`config.mk`:
```
export PLATFORM = sky130hd
export DESIGN_NAME = ear_trainer_top
export DESIGN_NICKNAME = d
export VERILOG_FILES = /design/src/rtl/ear_trainer_pkg.sv /design/src/rtl/display_text.sv /design/src/rtl/tone_generator.sv /design/src/rtl/volume_control.sv /design/src/rtl/seg7_scanner.sv /design/src/rtl/ear_trainer_top.sv
export SDC_FILE = /design/constraint.sdc
export NUM_CORES = 1
export LEC_CHECK = 0
export BUFFER_PORTS_ARGS = -buffer_cell sky130_fd_sc_hd__clkbuf_2
export CORE_ASPECT_RATIO = 1.25
export CORE_UTILIZATION = 39
export DETAILED_ROUTE_END_ITERATION = 8
export PLACE_DENSITY = 0.64
export RECOVER_POWER = 50
export SLEW_MARGIN = 20
export SYNTH_ARGS = -nofsm -noshare
export SYNTH_HDL_FRONTEND = slang
export SYNTH_SLANG_ARGS = --single-unit
```
`constraint.sdc`:
```
create_clock -name CLK100MHZ -period 6.1 [get_ports CLK100MHZ]
set_clock_uncertainty 0.2 [all_clocks]
set_input_delay 0.61 -clock CLK100MHZ [delete_from_list [all_inputs] [get_ports CLK100MHZ]]
set_output_delay 0.61 -clock CLK100MHZ [all_outputs]
set_load 0.005 [all_outputs]
```
`src/rtl/ear_trainer_pkg.sv`:
```
package ear_trainer_pkg;

    // Top level operating mode, value 3 shows blanks
    typedef enum logic [1:0] {
        mode_home         = 2'd0,
        mode_ear_training = 2'd1,
        mode_free_play    = 2'd2
    } mode_t;

    // GPIO word from the soft processor
    localparam int gpio_width     = 32;
    localparam int gpio_mode_lsb  = 0;  // 2 bit mode
    localparam int gpio_note0_lsb = 4;  // Chord note 0, after the note count
    localparam int gpio_sung_lsb  = 25; // Sung note id
    localparam int gpio_cmp_bit   = 31; // Compare correct

    // Note ids
    localparam int note_id_width     = 7;
    localparam int sung_id_width     = 6;
    localparam int note_range_offset = 27; // C3 is id 28
    localparam int notes_per_octave  = 12;

    // Clocks per period at 100 MHz, C first
    localparam logic [31:0] base_clks_per_period [notes_per_octave] = '{
        32'd3057805, // C
        32'd2886184, // C#
        32'd2724194, // D
        32'd2571298, // D#
        32'd2426982, // E
        32'd2290765, // F
        32'd2162195, // F#
        32'd2040840, // G
        32'd1926296, // G#
        32'd1818182, // A
        32'd1716135, // A#
        32'd1619816  // B
    };

    localparam int volume_width = 4;
    localparam int volume_max   = 15;

    // ASCII codes shown on the display
    typedef logic [7:0] char_t;
    localparam char_t char_space = 8'h20;
    localparam char_t char_qmark = 8'h3f;
    localparam char_t char_minus = 8'h2d;
    localparam char_t char_sharp = 8'h27; // Apostrophe marks a sharp
    localparam char_t char_a     = 8'h41;
    localparam char_t char_b     = 8'h42;
    localparam char_t char_c     = 8'h43;
    localparam char_t char_d     = 8'h44;
    localparam char_t char_e     = 8'h45;
    localparam char_t char_f     = 8'h46;
    localparam char_t char_g     = 8'h47;
    localparam char_t char_h     = 8'h48;
    localparam char_t char_o     = 8'h4f;
    localparam char_t char_p     = 8'h50;
    localparam char_t char_s     = 8'h53;
    localparam char_t char_t_    = 8'h54;

    // Note id to octave index, 1 = C .. 12 = B, 0 = no note
    function automatic logic [3:0] octave_index(input logic [note_id_width-1:0] note_id);
        logic [note_id_width-1:0] diff;
        diff = note_id - note_id_width'(note_range_offset);
        if (diff >= 1 && diff <= notes_per_octave) return diff[3:0];
        return 4'd0;
    endfunction

    // ASCII to active-low segments, bit order g f e d c b a
    function automatic logic [6:0] seg7_font(input char_t ch);
        case (ch)
            char_a:  return 7'b0001000;
            char_b:  return 7'b0000011; // Lower case b shape
            char_c:  return 7'b1000110;
            char_d:  return 7'b0100001; // Lower case d shape
            char_e:  return 7'b0000110;
            char_f:  return 7'b0001110;
            char_g:  return 7'b1000010;
            char_h:  return 7'b0001001;
            char_o:  return 7'b1000000;
            char_p:  return 7'b0001100;
            char_s:  return 7'b0010010;
            char_t_: return 7'b0000111; // Lower case t shape
            char_qmark: return 7'b0101100;
            char_minus: return 7'b0111111;
            char_sharp: return 7'b1111101; // Segment b only
            default: return 7'b1111111;    // Space and unknown codes are dark
        endcase
    endfunction

endpackage

```
`src/rtl/display_text.sv`:
```
`timescale 1ns/1ps

module display_text
    import ear_trainer_pkg::*;
(
    input  logic                     CLK100MHZ,
    input  logic                     CPU_RESETN,
    input  mode_t                    mode,
    input  logic [sung_id_width-1:0] sung_id,
    input  logic                     compare_ok,
    output char_t [7:0]              text       // text[7] is the leftmost digit
);

    // Registered copies of the displayed inputs
    mode_t                    mode_q;
    logic [sung_id_width-1:0] sung_q;
    logic                     cmp_q;
    logic                     text_update; // One cycle change flag

    logic [3:0]  sung_idx;
    char_t       mode_l, mode_r;
    char_t       note_l, note_r;
    char_t       sung_letter, sung_mark;
    char_t [7:0] next_text;

    always_ff @(posedge CLK100MHZ) begin
        if (!CPU_RESETN) begin
            mode_q      <= mode_home;
            sung_q      <= '0;
            cmp_q       <= 1'b0;
            text_update <= 1'b0;
        end else begin
            text_update <= (mode != mode_q) || (sung_id != sung_q) || (compare_ok != cmp_q);
            mode_q      <= mode; // Updated every cycle
            sung_q      <= sung_id;
            cmp_q       <= compare_ok;
        end
    end

    assign sung_idx = octave_index({1'b0, sung_q});

    // Sung note name and sharp mark
    always_comb begin
        sung_mark = char_space;
        case (sung_idx)
            4'd1, 4'd2:  sung_letter = char_c;
            4'd3, 4'd4:  sung_letter = char_d;
            4'd5:        sung_letter = char_e;
            4'd6, 4'd7:  sung_letter = char_f;
            4'd8, 4'd9:  sung_letter = char_g;
            4'd10, 4'd11: sung_letter = char_a;
            4'd12:       sung_letter = char_b;
            default:     sung_letter = char_space; // No note
        endcase
        if (sung_idx inside {4'd2, 4'd4, 4'd7, 4'd9, 4'd11}) begin
            sung_mark = char_sharp;
        end
    end

    // Mode letters and note field
    always_comb begin
        mode_l = char_space;
        mode_r = char_space;
        note_l = char_space;
        note_r = char_space;
        case (mode_q)
            mode_home: begin
                mode_l = char_h;
                mode_r = char_s;
            end
            mode_ear_training: begin
                mode_l = char_e;
                mode_r = char_t_;
                note_l = char_qmark; // Hidden answer
                note_r = char_qmark;
            end
            mode_free_play: begin
                mode_l = char_f;
                mode_r = char_p;
                note_l = sung_letter;
                note_r = sung_mark;
            end
            default: begin
            end
        endcase
    end

    always_comb begin
        next_text    = {8{char_space}};
        next_text[7] = mode_l;
        next_text[6] = mode_r;
        next_text[4] = cmp_q ? char_o : char_minus; // Compare symbol
        next_text[3] = note_l;
        next_text[2] = note_r;
    end

    // Display register, loaded the cycle after a change
    always_ff @(posedge CLK100MHZ) begin
        if (!CPU_RESETN) begin
            text <= {8{char_space}};
        end else if (text_update) begin
            text <= next_text;
        end
    end

    a_text_on_update: assert property (@(posedge CLK100MHZ) disable iff (!CPU_RESETN)
        !$stable(text) |-> $past(text_update));

endmodule

```
`src/rtl/tone_generator.sv`:
```
`timescale 1ns/1ps

module tone_generator
    import ear_trainer_pkg::*;
#(
    parameter int unsigned octave_shift = 3 // Divides the base period down the octaves
) (
    input  logic                     CLK100MHZ,
    input  logic                     CPU_RESETN,
    input  logic [note_id_width-1:0] play_note_id,
    input  logic [volume_width-1:0]  volume,
    output logic                     tone
);

    logic [3:0]              note_idx;
    logic                    note_valid;
    logic [31:0]             base_period;
    logic [31:0]             period;      // Cycles per tone period
    logic [31:0]             prev_period;
    logic                    period_restart;
    logic [31:0]             period_cnt;
    logic [volume_width-1:0] vol_cnt;     // Free running duty counter

    assign note_idx   = octave_index(play_note_id);
    assign note_valid = (note_idx != 4'd0);

    // Period table lookup
    always_comb begin
        base_period = '0;
        if (note_valid) begin
            base_period = base_clks_per_period[note_idx - 4'd1];
        end
    end

    assign period = base_period >> octave_shift;

    // Restart the counter one cycle after a period change
    always_ff @(posedge CLK100MHZ) begin
        if (!CPU_RESETN) begin
            prev_period    <= '0;
            period_restart <= 1'b0;
        end else begin
            prev_period    <= period;
            period_restart <= (period != prev_period);
        end
    end

    always_ff @(posedge CLK100MHZ) begin
        if (!CPU_RESETN) begin
            period_cnt <= '0;
        end else if (period_restart || period == '0) begin
            period_cnt <= '0;
        end else if (period_cnt >= period - 32'd1) begin
            period_cnt <= '0; // End of period
        end else begin
            period_cnt <= period_cnt + 32'd1;
        end
    end

    always_ff @(posedge CLK100MHZ) begin
        if (!CPU_RESETN) begin
            vol_cnt <= '0;
        end else begin
            vol_cnt <= vol_cnt + 1'b1;
        end
    end

    // High half of the period, chopped by the volume duty
    always_ff @(posedge CLK100MHZ) begin
        if (!CPU_RESETN) begin
            tone <= 1'b0;
        end else begin
            tone <= note_valid && (period_cnt < (period >> 1)) && (vol_cnt < volume);
        end
    end

    // Once the period has settled the counter must be in range
    a_cnt_in_period: assert property (@(posedge CLK100MHZ) disable iff (!CPU_RESETN)
        (period != '0 && period == prev_period) |-> (period_cnt < period));

endmodule

```
`src/rtl/volume_control.sv`:
```
`timescale 1ns/1ps

module volume_control
    import ear_trainer_pkg::*;
(
    input  logic                    CLK100MHZ,
    input  logic                    CPU_RESETN,
    input  logic                    btnu,
    input  logic                    btnd,
    output logic [volume_width-1:0] volume
);

    logic btnu_q, btnd_q; // Previous button levels
    logic up_edge, down_edge;

    assign up_edge   = btnu && !btnu_q;
    assign down_edge = btnd && !btnd_q;

    always_ff @(posedge CLK100MHZ) begin
        if (!CPU_RESETN) begin
            btnu_q <= 1'b0;
            btnd_q <= 1'b0;
            volume <= '0;
        end else begin
            btnu_q <= btnu;
            btnd_q <= btnd;
            if (up_edge) begin // Up wins over down
                if (volume != volume_width'(volume_max)) volume <= volume + 1'b1;
            end else if (down_edge) begin
                if (volume != '0) volume <= volume - 1'b1;
            end
        end
    end

    // Saturation, no wrap in either direction
    a_no_wrap_up: assert property (@(posedge CLK100MHZ) disable iff (!CPU_RESETN)
        (volume == volume_width'(volume_max)) |=> (volume != '0));
    a_no_wrap_down: assert property (@(posedge CLK100MHZ) disable iff (!CPU_RESETN)
        (volume == '0) |=> (volume != volume_width'(volume_max)));

endmodule

```
`src/rtl/seg7_scanner.sv`:
```
`timescale 1ns/1ps

module seg7_scanner
    import ear_trainer_pkg::*;
#(
    parameter int unsigned scan_div_log2 = 17 // Cycles per digit as a power of two
) (
    input  logic        CLK100MHZ,
    input  logic        CPU_RESETN,
    input  char_t [7:0] text,
    output logic [6:0]  seg7_seg,   // Active low, g f e d c b a
    output logic [7:0]  seg7_an     // Active low anodes
);

    logic [scan_div_log2-1:0] scan_div;
    logic                     scan_tick;
    logic [2:0]               digit;      // Active digit, 0 is rightmost
    char_t                    digit_char;

    assign scan_tick = &scan_div;

    // Digit refresh divider
    always_ff @(posedge CLK100MHZ) begin
        if (!CPU_RESETN) begin
            scan_div <= '0;
        end else begin
            scan_div <= scan_div + 1'b1;
        end
    end

    // Digit index, wraps 7 back to 0
    always_ff @(posedge CLK100MHZ) begin
        if (!CPU_RESETN) begin
            digit <= 3'd0;
        end else if (scan_tick) begin
            digit <= digit + 3'd1;
        end
    end

    // One anode low
    always_comb begin
        seg7_an        = 8'hff;
        seg7_an[digit] = 1'b0;
    end

    // Segments for the same digit, no extra register stage
    assign digit_char = text[digit];
    assign seg7_seg   = seg7_font(digit_char);

    a_one_anode: assert property (@(posedge CLK100MHZ) disable iff (!CPU_RESETN)
        $onehot(~seg7_an));

endmodule

```
`src/rtl/ear_trainer_top.sv`:
```
`timescale 1ns/1ps

module ear_trainer_top
    import ear_trainer_pkg::*;
#(
    parameter int unsigned octave_shift  = 3,
    parameter int unsigned scan_div_log2 = 17
) (
    input  logic                  CLK100MHZ,
    input  logic                  CPU_RESETN,
    input  logic                  play_en,     // Switch, also audio amp enable
    input  logic                  btnu,
    input  logic                  btnd,
    input  logic [gpio_width-1:0] axi_gpio_in,
    output logic                  aud_pwm,
    output logic                  aud_sd,
    output logic                  seg7_dp,
    output logic [6:0]            seg7_seg,
    output logic [7:0]            seg7_an
);

    mode_t                    mode;
    logic [note_id_width-1:0] play_note_id;
    logic [sung_id_width-1:0] sung_id;
    logic                     compare_ok;
    logic [volume_width-1:0]  volume;
    logic                     tone;
    char_t [7:0]              text;

    // GPIO fields, note count and chord notes 1 and 2 unused
    assign mode         = mode_t'(axi_gpio_in[gpio_mode_lsb +: 2]);
    assign play_note_id = axi_gpio_in[gpio_note0_lsb +: note_id_width];
    assign sung_id      = axi_gpio_in[gpio_sung_lsb +: sung_id_width];
    assign compare_ok   = axi_gpio_in[gpio_cmp_bit];

    display_text i_display_text (
        .CLK100MHZ  (CLK100MHZ),
        .CPU_RESETN (CPU_RESETN),
        .mode       (mode),
        .sung_id    (sung_id),
        .compare_ok (compare_ok),
        .text       (text)
    );

    volume_control i_volume_control (
        .CLK100MHZ  (CLK100MHZ),
        .CPU_RESETN (CPU_RESETN),
        .btnu       (btnu),
        .btnd       (btnd),
        .volume     (volume)
    );

    tone_generator #(
        .octave_shift (octave_shift)
    ) i_tone_generator (
        .CLK100MHZ    (CLK100MHZ),
        .CPU_RESETN   (CPU_RESETN),
        .play_note_id (play_note_id),
        .volume       (volume),
        .tone         (tone)
    );

    seg7_scanner #(
        .scan_div_log2 (scan_div_log2)
    ) i_seg7_scanner (
        .CLK100MHZ  (CLK100MHZ),
        .CPU_RESETN (CPU_RESETN),
        .text       (text),
        .seg7_seg   (seg7_seg),
        .seg7_an    (seg7_an)
    );

    // Tone only in Ear Training, driven 1/0 rather than open drain
    assign aud_pwm = tone && play_en && (mode == mode_ear_training);
    assign aud_sd  = play_en;
    assign seg7_dp = 1'b1; // Decimal points dark

endmodule

```
==> insert_results.sql, run 1 <==
INSERT INTO impl_metrics (metric_group, metric, value, unit) VALUES
('yosys', 'ys_warn_count', '0', ''),
('pwr', 'power_density', '200', 'mW/mm2'),
('die', 'die_area', '0.0217', 'mm2'),
('pwr', 'static-leakage-power', '0.00419', 'uW'),
('die', 'die_y', '165', 'um'),
('sta', 'fmaxAchievable', '170', 'MHz'),
('yosys', 'yosysMostFrequentCell', 'nor2_1', ''),
('route', 'dr_total_vias', '7530', ''),
('clocking', 'cts_tree', 'yes', ''),
('setup_path', 'timing.rr.end', 'i_display_text.text[18]', ''),
('setup_path', 'worst_path_largest_cell_delay', '580', 'ps'),
('final_layout', 'diodes_inserted', '0', ''),
('clocking', 'cts-root-buf', 'clkbuf_16', ''),
('yosys', 'avgSynthCellArea', '8.07', 'um2'),
('placed_design', 'dp_worst_setup_slack', '-359', 'ps'),
('setup_path', 'ff_to_ff_start', 'i_display_text.sung_q[1]', ''),
('global_routing', 'gr_util_all_layers', '19.4', '%'),
('sta', 'slew_viol_final', '56', ''),
('pwr', 'worst_ir_drop_vdd', '0.000130', 'V'),
('setup_path', 'startpoint', 'axi_gpio_in[5]', ''),
('global_routing', 'number_of_global_route_vias_before_repair', '7227', ''),
('die', 'floorplan.die.width', '132', 'um'),
('final_layout', 'drive_gt1_share', '16.7', '%'),
('run_status', 'outcome', 'finished with violations', ''),
('global_routing', 'grt_max_degree', '56', ''),
('global_routing', 'antenna_found_initial', '0', ''),
('yosys', 'synth_top_cell_by_area', 'dfxtp_1', ''),
('global_routing', 'overflow', '0', ''),
('yosys', 'yosys-top-cells-area', 'dfxtp_1, ha_1, nor2_1', ''),
('global_routing', 'global_route_wire_length_before_repair', '34.5', 'mm'),
('route', 'drt-total-wl', '20.9', 'mm'),
('setup_path', 'crit_end_element', 'flip-flop', ''),
('sta', 'timing.slew.headroom', '-64.4', '%'),
('clocking', 'tritoncts.num_buffers', '9', ''),
('sta', 'setup_viol', '0', ''),
('setup_path', 'cp_common_cell', 'a21o_1', ''),
('yosys', 'post_synth_num_cell_types', '91', ''),
('placed_design', 'detailedPlacementHpwl', '15.7', 'mm'),
('sta', 'rsz0062_at_grt', 'false', ''),
('route', 'first_pass_iters', '5', ''),
('min_path', 'worstHoldPathType', 'flip-flop to flip-flop', ''),
('sta', 'fin_crit_sh', '96.5', '%'),
('setup_path', 'rr_worst_depth', '12', ''),
('clocking', 'worstSkewPairLatency', '350', 'ps'),
('route', 'drc', '0', ''),
('yosys', 'number_of_synthesized_register_bits', '108', ''),
('setup_path', 'path_class', 'input port to flip-flop', ''),
('yosys', 'ys_seq_area_share', '26.2', '%'),
('die', 'core.rowCount', '59', ''),
('setup_path', 'required_arrival_time_at_the_worst_endpoint', '6190', 'ps'),
('final_layout', 'final_net_count', '1224', ''),
('yosys', 'synth_edf_count', '0', ''),
('sta', 'tightest_slew', '2470', 'ps'),
('die', 'floorplan.core_area', '0.0207', 'mm2'),
('setup_path', 'critical_path_peak_fanout', '6', ''),
('sta', 'worst_slack', '216', 'ps'),
('yosys', 'yosys.area.top_type_share', '26.2', '%'),
('setup_path', 'start_kind', 'input port', ''),
('clocking', 'ctsHoldBuffers', '0', ''),
('route', 'detail_route.iter0.violations', '370', ''),
('placed_design', 'place_congestion', '0.941', ''),
('run_status', 'violations', 'max-capacitance violations, max-slew violations', ''),
('setup_path', 'r2r_setup_slack', '2630', 'ps'),
('yosys', 'synth_flop_cell', 'dfxtp_1', ''),
('sta', 'period_minus_slack', '5880', 'ps'),
('clocking', 'deepest_clock_path_buffer_count', '2', ''),
('job', 'drv.max_cap_violation_count', '1', ''),
('yosys', 'cell_types_with_the_highest_counts_after_synthesis', 'nor2_1, dfxtp_1, ha_1, nand2_1, a21oi_1', ''),
('yosys', 'asyncSetResetFlopFracSynth', '0', '%'),
('yosys', 'synthesis.instances', '1022', ''),
('sta', 'hold_violations', '0', '');
[kinds of logic (layout without fill, tap and decap cells)]
group | Yosys count | in the layout | share of synthesized area (%)
xor+xnor | 83 | 83 | 9.00
fa+ha+maj | 84 | 84 | 12.8
buf+inv | 91 | 177 | 4.63
simple gates | 418 | 418 | 26.2
mux | 15 | 15 | 1.88
compound gates | 222 | 222 | 19.2
flops | 108 | 108 | 26.2
other cells | 1 | 1 | 0.0455
[power by group]
group	total, uW	internal, uW	switching [uW]
clock	648	367	281
combinational	530	246	284
sequential	760	731	29.0
[critical path: cells and delay by family]
family                     cells  cell delay, ps
and+or+nand+nor                8            1510
xor gates and xnor gates       1             140
buffers and inverters          6             740
adders and majority gates      3             470
AOI/OAI and AO/OA             12            2480
[layout make-up]
cell class              count  area, um2
inverters                  45        169
repair buffers            116        832
fillers                  2039      11000
clock buffers               9        225
flip-flops and latches    108       2160
clock inverters             7        109
well taps                 274        343
multi-input cells         823       5860
[cell usage in the layout, fill, tap and decap left out, drive strengths merged, types with 5 or more instances in the layout]
cell type and count:
nor2 123, dfxtp 108, ha 83, nand2 81
buf 76, clkbuf 49, a21oi 46, inv 46
xor2 43, o21ai 42, nand3 39, xnor2 39
and2 24, a21o 22, nor3 20, nand2b 19
nand4 18, and3 16, nor2b 15, or3 11
mux2i 11, nor4 11, a211oi 10, or2 10
o211ai 9, o21a 8, and4 8, a31o 7
a31oi 7, o31ai 7, nand3b 6, o22ai 6
a21boi 5, a211o 5, o31a 5
[worst min path at each step]
stage                               start                         end  slack (ps)  cells past startpoint
3_3_place_gp   i_seg7_scanner.scan_div[0]  i_seg7_scanner.scan_div[0]         230                      1
5_1_grt        i_seg7_scanner.scan_div[0]  i_seg7_scanner.scan_div[0]         280                      1
4_1_cts        i_seg7_scanner.scan_div[0]  i_seg7_scanner.scan_div[0]         250                      1
6_report       i_seg7_scanner.scan_div[0]  i_seg7_scanner.scan_div[0]         240                      1
2_1_floorplan  i_seg7_scanner.scan_div[0]  i_seg7_scanner.scan_div[0]         210                      1
3_5_place_dp   i_seg7_scanner.scan_div[0]  i_seg7_scanner.scan_div[0]         230                      1
[timing repair]
action	in CTS	in global routing
setup buffers	0	2
resized for setup	1	33
cloned	0	4
setup endpoints to repair	32	32
pin swaps	0	11
[metrics by stage]
step	util [%]	cells	instance area, um2	hold WS (ps)
3_3_place_gp	44.1	1360	9160	226
4_1_cts	45.8	1376	9490	246
5_1_grt	46.8	1382	9700	282
2_1_floorplan	-	1022	8270	213
3_5_place_dp	44.1	1360	9160	233
6_report	46.8	1382	9700	242
[per-layer routing]
metal	GRT usage, %	wire, um
met1	23.2	9430
met2	35.4	10400
met3	2.64	638
met4	7.08	448
met5	0	0
[state kept, by name, summed over array words and instances (netlist names), 2 cells and up]
signal,cells
i_seg7_scanner.digit,3
i_volume_control.volume,4
i_display_text.mode_q,2
i_tone_generator.prev_period,19
i_seg7_scanner.scan_div,17
i_display_text.sung_q,6
i_display_text.text,15
i_tone_generator.vol_cnt,4
i_tone_generator.period_cnt,32
(Power assumes the default switching activity.)
==> inputs of run 2 (changes only) <==
Settings changed: MAX_ROUTING_LAYER set to met4, REMOVE_ABC_BUFFERS set to 1.
==> run 2 against run 1 <==
- the flow still finishes with violations (max-capacitance violations, max-slew violations)
- core utilization is 1.0 points lower
- first-iteration DRC count rose by 7.8%
- cell area shrank 2.2%
- maximum frequency rose by 1.9%
- via count shrank 0.78%
- register-to-register slack worse by 40 ps
- non-clock buffer count is 2 lower
- global-route usage is 0.80 points higher
- die area stayed put
- worst hold slack better by 11 ps
- routed wire length fell by 1.4%
- sequential power is essentially flat
- critical path type unchanged
- critical endpoint is now i_tone_generator.period_cnt[29]
==> insert_results.sql, run 2 (synthesized netlist as in run 1, its figures left out) <==
INSERT INTO impl_metrics (metric_group, metric, value, unit) VALUES
('run_status', 'outcome', 'finished with violations', ''),
('run_status', 'violations', 'max-capacitance violations, max-slew violations', ''),
('route', 'drtAntennaViolNets', '0', ''),
('job', 'drv.max_cap_violation_count', '1', ''),
('sta', 'fin_crit_sh', '94.6', '%'),
('global_routing', 'overflow', '0', ''),
('global_routing', 'gr_util_all_layers', '20.2', '%'),
('global_routing', 'antenna_found_initial', '0', ''),
('final_layout', 'final_area', '0.00949', 'mm2'),
('clocking', 'htree_levels', '3', ''),
('clocking', 'clock_sink_count', '108', ''),
('pwr', 'worst_ir_drop_vdd', '0.000137', 'V'),
('final_layout', 'syn2layout_area_growth', '15.0', '%'),
('setup_path', 'critical_path.endpoint', 'i_tone_generator.period_cnt[29]', ''),
('die', 'die_y', '165', 'um'),
('global_routing', 'grt_max_degree', '56', ''),
('sta', 'hold_slack', '253', 'ps'),
('placed_design', 'place_congestion', '0.927', ''),
('clocking', 'deepest_clock_path_buffer_count', '2', ''),
('die', 'ios', '55', ''),
('setup_path', 'crit_end_element', 'flip-flop', ''),
('die', 'core.rowCount', '59', ''),
('sta', 'setup_viol', '0', ''),
('placed_design', 'placement.io_buffers', '37', ''),
('route', 'routed_wire_length_per_instance', '14.9', 'um'),
('sta', 'period_minus_slack', '5770', 'ps'),
('route', 'drc', '0', ''),
('setup_path', 'required_arrival_time_at_the_worst_endpoint', '6200', 'ps'),
('clocking', 'cts-root-buf', 'clkbuf_16', ''),
('die', 'floorplan.core_area', '0.0207', 'mm2'),
('min_path', 'worstHoldPathType', 'flip-flop to flip-flop', ''),
('pwr', 'power_density', '197', 'mW/mm2'),
('route', 'drt-total-wl', '20.6', 'mm'),
('setup_path', 'critical_path_peak_fanout', '32', ''),
('setup_path', 'worst_path_largest_cell_delay', '440', 'ps'),
('final_layout', 'largest-register', 'i_tone_generator.period_cnt', ''),
('setup_path', 'rr_worst_depth', '12', ''),
('sta', 'timing.slew.headroom', '-66.6', '%'),
('setup_path', 'critPathSlowestCell', 'or4_1', ''),
('setup_path', 'start_kind', 'input port', ''),
('clocking', 'reg_clk_slew_reported_paths', '80', 'ps'),
('placed_design', 'detailedPlacementHpwl', '15.9', 'mm'),
('setup_path', 'timing.rr.end', 'i_display_text.text[18]', ''),
('placed_design', 'detailed_place.area', '0.00916', 'mm2'),
('sta', 'hold_violations', '0', ''),
('global_routing', 'global_route_wire_length_before_repair', '34.8', 'mm'),
('final_layout', 'reg.largest.list', 'i_tone_generator.period_cnt: 32 flops, i_tone_generator.prev_period: 19 flops, i_seg7_scanner.scan_div: 17 flops', ''),
('final_layout', 'number_of_flip_flops_under_the_largest_register_name', '32', ''),
('final_layout', 'drive_gt1_share', '15.4', '%'),
('sta', 'rsz0062_at_grt', 'false', ''),
('sta', 'slew_viol_final', '56', ''),
('pwr', 'static-leakage-power', '0.00411', 'uW'),
('sta', 'fmaxAchievable', '173', 'MHz'),
('final_layout', 'layout.cells.most_common', 'nor2_1', ''),
('final_layout', 'final_net_count', '1222', ''),
('die', 'floorplan.die.width', '132', 'um'),
('final_layout', 'diodes_inserted', '0', ''),
('route', 'route.detailed.vias_per_inst', '5.41', ''),
('die', 'floorplan.initialDensity', '39.8', '%'),
('setup_path', 'ff_to_ff_start', 'i_display_text.sung_q[0]', ''),
('route', 'first_pass_iters', '5', ''),
('die', 'die_area', '0.0217', 'mm2'),
('clocking', 'tritoncts.num_buffers', '9', ''),
('setup_path', 'path_class', 'input port to flip-flop', ''),
('route', 'detail_route.iter0.violations', '399', ''),
('setup_path', 'r2r_setup_slack', '2590', 'ps'),
('setup_path', 'startpoint', 'axi_gpio_in[4]', ''),
('setup_path', 'cp.arrival', '5870', 'ps'),
('route', 'dr_total_vias', '7471', ''),
('clocking', 'cts_tree', 'yes', ''),
('sta', 'tightest_slew', '2500', 'ps'),
('final_layout', 'mostFrequentLayoutCells', 'nor2_1, dfxtp_1, nand2_1, ha_1, buf_4', ''),
('global_routing', 'number_of_global_route_vias_before_repair', '7269', ''),
('clocking', 'worstSkewPairLatency', '360', 'ps'),
('clocking', 'cts_post_setup_buffers_inserted', '0', '');
run 2: cell types whose count changed in the layout (fill, tap and decap cells not counted), moves of 3 or more:
cell,previous run,this run
buf_4,70,75
clkbuf_1,10,7
buf_6,3,0
ha_1,78,81
clkbuf_2,28,31
run 2: stage by stage:
step / setup TNS, ps / worst slack [ps] / std cells / utilization [%] / power [uW]
after global routing: 0 / 10.8 / 1380 / 45.7 / 1970
after CTS: 0 / 24.2 / 1380 / 45.7 / 1880
final: 0 / 328 / 1380 / 45.7 / 1870
after floorplan: -15300 / -501 / 976 / - / 1090
after detailed placement: -10010 / -332 / 1364 / 44.1 / 1270
after global placement: -5170 / -179 / 1364 / 44.1 / 1260
run 2: critical path, delay by kind of cell:
kind | cells | cell delay [ps]
simple gates | 11 | 1880
compound gates | 9 | 1580
buf+inv | 5 | 780
xor+xnor | 1 | 280
fa+ha+maj | 3 | 740
run 2: final cells by class:
class / instances / area [um2]
Sequential cell: 108 / 2160
Multi-Input combinational cell: 823 / 5730
Inverter: 45 / 169
Tap cell: 274 / 343
Fill cell: 2059 / 11300
Clock buffer: 9 / 225
Clock inverter: 7 / 88.8
Timing Repair Buffer: 114 / 764
run 2: what timing repair did:
| item | CTS | global route |
|---|---|---|
| hold buffers | 0 | 0 |
| setup endpoints to repair | 0 | 32 |
| gates resized for setup | 0 | 8 |
| hold endpoints to repair | 0 | 0 |
run 2: power by group:
part           total, uW  internal, uW  switching (uW)  leakage [uW]
Clock                614           298             316      0.000153
Combinational        493           226             267       0.00308
Sequential           759           731            28.2      0.000879
Total               1870          1260             611       0.00411
run 2: how the worst min path moves through the flow:
stage / start / endpoint / slack (ps) / cells past startpoint
3_5_place_dp: i_seg7_scanner.scan_div[0] / i_seg7_scanner.scan_div[0] / 240 / 1
5_1_grt: btnu / i_volume_control.btnu_q / 260 / 2
3_3_place_gp: i_seg7_scanner.scan_div[0] / i_seg7_scanner.scan_div[0] / 230 / 1
6_report: i_seg7_scanner.scan_div[0] / i_seg7_scanner.scan_div[0] / 250 / 1
2_1_floorplan: i_seg7_scanner.scan_div[0] / i_seg7_scanner.scan_div[0] / 210 / 1
4_1_cts: i_seg7_scanner.scan_div[0] / i_seg7_scanner.scan_div[0] / 250 / 1
run 2: per-layer routing:
metal	share of wire, %	track usage (%)
met2	51	36.5
met4	2.5	6.77
met5	0	-
met3	2.8	2.98
met1	44	22.8
==> inputs of run 3 (changes only) <==
Settings changed: ABC_CLOCK_PERIOD_IN_PS set to 6100, PLACE_DENSITY 0.64 to 0.63, SYNTH_HIERARCHICAL set to 1.
==> run 3 against run 2 <==
- critical path type unchanged
- final cell count grew 0.51%
- register-to-register slack gained 380 ps
- critical endpoint is now i_tone_generator/period_cnt[31]
- sequential share of layout area shrank 0.71 points
- routed wire length shrank 1.2%
- cell area grew 3.2%
- the run still ends with max-capacitance violations, max-slew violations left
- largest power group unchanged
- sequential cell count is the same
- clock power shrank 8.5%
- maximum frequency grew 3.2%
- synthesized cell count grew 6.0%
==> insert_results.sql, run 3 <==
INSERT INTO impl_metrics (metric_group, metric, value, unit) VALUES
('run_status', 'outcome', 'finished with violations', ''),
('run_status', 'violations', 'max-capacitance violations, max-slew violations', ''),
('route', 'first_pass_iters', '5', ''),
('route', 'route.detailed.vias_per_inst', '5.47', ''),
('global_routing', 'number_of_global_route_vias_before_repair', '7140', ''),
('yosys', 'synthesis.instances', '1083', ''),
('die', 'ios', '55', ''),
('setup_path', 'start_kind', 'input port', ''),
('sta', 'hold_slack', '255', 'ps'),
('setup_path', 'cp_delay_by_family_top', 'simple AND/OR/NAND/NOR gates', ''),
('yosys', 'number_of_synthesized_register_bits', '108', ''),
('final_layout', 'syn2layout_area_growth', '5.69', '%'),
('final_layout', 'drive_gt1_share', '13.6', '%'),
('clocking', 'ctsHoldBuffers', '0', ''),
('placed_design', 'detailedPlacementHpwl', '15.3', 'mm'),
('setup_path', 'worst_path_largest_cell_delay', '520', 'ps'),
('placed_design', 'placement.io_buffers', '37', ''),
('final_layout', 'largest-register', 'i_tone_generator/period_cnt', ''),
('clocking', 'tritoncts.num_buffers', '9', ''),
('yosys', 'cell_types_with_the_highest_counts_after_synthesis', 'dfxtp_1, nor2_1, ha_1, nand2_1, buf_4', ''),
('yosys', 'synth_edf_count', '0', ''),
('global_routing', 'global_route_wire_length_before_repair', '34.6', 'mm'),
('setup_path', 'r2r_setup_slack', '2970', 'ps'),
('sta', 'hold_violations', '0', ''),
('placed_design', 'place_congestion', '0.941', ''),
('pwr', 'clock_network_fraction_of_total_power', '31.6', '%'),
('final_layout', 'mostFrequentLayoutCells', 'dfxtp_1, nor2_1, ha_1, nand2_1, xor2_1', ''),
('job', 'drv.max_cap_violation_count', '1', ''),
('route', 'drc', '0', ''),
('route', 'routed_wire_length_per_instance', '14.6', 'um'),
('route', 'drt-total-wl', '20.3', 'mm'),
('setup_path', 'critical_path_peak_fanout', '32', ''),
('yosys', 'yosysMostFrequentCell', 'dfxtp_1', ''),
('yosys', 'netlist_area', '0.00926', 'mm2'),
('setup_path', 'required_arrival_time_at_the_worst_endpoint', '6190', 'ps'),
('yosys', 'yosys-top-cells-area', 'dfxtp_1, ha_1, xor2_1', ''),
('setup_path', 'critical_path_buf_inv_count', '3', ''),
('die', 'die_y', '174', 'um'),
('yosys', 'yosys.area.top_type_share', '23.3', '%'),
('die', 'floorplan.die.width', '140', 'um'),
('sta', 'tightest_slew', '1980', 'ps'),
('clocking', 'htree_levels', '3', ''),
('placed_design', 'place_inst', '1372', ''),
('route', 'detail_route.iter0.violations', '352', ''),
('clocking', 'cts.repair.resized', '0', ''),
('sta', 'fin_crit_sh', '91.7', '%'),
('route', 'drtAntennaViolNets', '0', ''),
('die', 'die_area', '0.0244', 'mm2'),
('pwr', 'netSwitchingPower', '570', 'uW'),
('setup_path', 'path_class', 'input port to flip-flop', ''),
('yosys', 'synth_flop_cell', 'dfxtp_1', ''),
('yosys', 'synth_top_cell_by_area', 'dfxtp_1', ''),
('final_layout', 'number_of_flip_flops_under_the_largest_register_name', '32', ''),
('clocking', 'deepest_clock_path_buffer_count', '2', ''),
('sta', 'setup_tns', '0', 'ps'),
('global_routing', 'overflow', '0', ''),
('sta', 'rsz0062_at_grt', 'false', ''),
('sta', 'timing.slew.headroom', '-31.9', '%'),
('clocking', 'cts-root-buf', 'clkbuf_16', ''),
('sta', 'setup_viol', '0', ''),
('clocking', 'reg_clk_slew_reported_paths', '80', 'ps'),
('pwr', 'power_density', '181', 'mW/mm2'),
('yosys', 'post_synth_num_cell_types', '109', ''),
('final_layout', 'layout.cells.most_common', 'dfxtp_1', ''),
('yosys', 'ys_seq_area_share', '23.3', '%'),
('setup_path', 'rr_worst_depth', '6', ''),
('final_layout', 'reg.largest.list', 'i_tone_generator/period_cnt: 32 flops, i_tone_generator/prev_period: 19 flops, i_seg7_scanner/scan_div: 17 flops', ''),
('pwr', 'static-leakage-power', '0.00412', 'uW'),
('setup_path', 'crit_end_element', 'flip-flop', ''),
('pwr', 'finalPower', '1780', 'uW'),
('min_path', 'whs_path_cells', '1', ''),
('setup_path', 'cp.arrival', '5680', 'ps'),
('final_layout', 'diodes_inserted', '0', ''),
('die', 'floorplan.initialDensity', '40.1', '%'),
('final_layout', 'fill_cells', '2314', ''),
('clocking', 'worstSkewPairLatency', '350', 'ps'),
('route', 'dr_total_vias', '7584', ''),
('sta', 'period_minus_slack', '5590', 'ps'),
('pwr', 'combinationalPowerShare', '25.6', '%'),
('clocking', 'cts_post_setup_buffers_inserted', '0', ''),
('setup_path', 'critPathSlowestCell', 'or3b_2', ''),
('global_routing', 'gr_util_all_layers', '17.7', '%'),
('sta', 'slew_viol_final', '56', ''),
('die', 'floorplan.core_area', '0.0231', 'mm2'),
('yosys', 'avgSynthCellArea', '8.55', 'um2'),
('pwr', 'power_switching_share', '32.1', '%'),
('pwr', 'p_int', '1210', 'uW'),
('yosys', 'ys_warn_count', '6', ''),
('global_routing', 'grt_max_degree', '56', ''),
('final_layout', 'postLayoutCoreUtil', '42.4', '%'),
('final_layout', 'finalNonFillerCells', '1387', ''),
('yosys', 'asyncSetResetFlopFracSynth', '0', '%'),
('pwr', 'seq_power_share', '42.8', '%'),
('setup_path', 'critical_path_cell_count', '25', ''),
('clocking', 'clock_sink_count', '108', ''),
('die', 'core.rowCount', '62', ''),
('sta', 'fmaxAchievable', '179', 'MHz'),
('clocking', 'cts_tree', 'yes', ''),
('min_path', 'worstHoldPathType', 'flip-flop to flip-flop', ''),
('global_routing', 'antenna_found_initial', '0', ''),
('final_layout', 'final_net_count', '1211', ''),
('pwr', 'worst_ir_drop_vdd', '0.000119', 'V');
-- run 3: changes by cell type in the layout (fill, tap and decap cells not counted), sizes merged, moves of 11 or more --
cell   before  now
nand4      18   29
nand2      81   67
and2       24   40
buf        76   32
a21oi      46   35
conb        1   35
nor2      123  104
mux4        0   15
-- run 3: through the flow --
stage	worst slack, ps	cell area [um2]
floorplan	-1380	8700
global placement	95.6	9520
detailed placement	34.2	9520
CTS	394	9800
global route	98.2	9790
finish	506	9790
-- run 3: logic make-up after synthesis --
kind of cell             synth area share [%]
other                                   0.122
AO/OA/AOI/OAI                            18.5
buffers and inverters                    9.31
XOR/XNOR                                 8.02
multiplexers                             6.71
adder cells (fa/ha/maj)                  10.7
AND/OR/NAND/NOR                          23.3
flip-flops                               23.3
-- run 3: cell type report --
type | count | area (um2) | area share, %
Multi-Input combinational cell | 858 | 6380 | 65.2
Clock inverter | 6 | 56.3 | 0.575
Clock buffer | 9 | 225 | 2.30
Inverter | 47 | 178 | 1.81
Sequential cell | 108 | 2160 | 22.1
Tap cell | 288 | 360 | 3.68
Timing Repair Buffer | 71 | 429 | 4.38
-- run 3: layer usage --
metal	up-vias	share of wire, %	routed length [um]	GRT usage (%)
met1	3576	46	9280	21.5
met5	-	0	0	-
met4	0	2.1	428	5.68
met3	32	2.9	595	2.62
li1	3849	-	-	-
met2	127	49	10000	29.9
-- run 3: worst paths after layout --
kind	startpoint	end
setup / recovery	axi_gpio_in[7]	i_tone_generator/period_cnt[31]
hold / removal	i_seg7_scanner/scan_div[0]	i_seg7_scanner/scan_div[0]
hold reg to reg	i_seg7_scanner/scan_div[0]	i_seg7_scanner/scan_div[0]
setup reg to reg	i_display_text/sung_q[0]	i_display_text/text[26]
-- run 3: power by group through the flow --
stage	logic, uW	clock network, uW	registers (uW)
5_1_grt	508	611	765
3_3_place_gp	446	0	776
2_1_floorplan	325	0	767
3_5_place_dp	451	0	776
4_1_cts	455	585	760
6_report	454	562	761
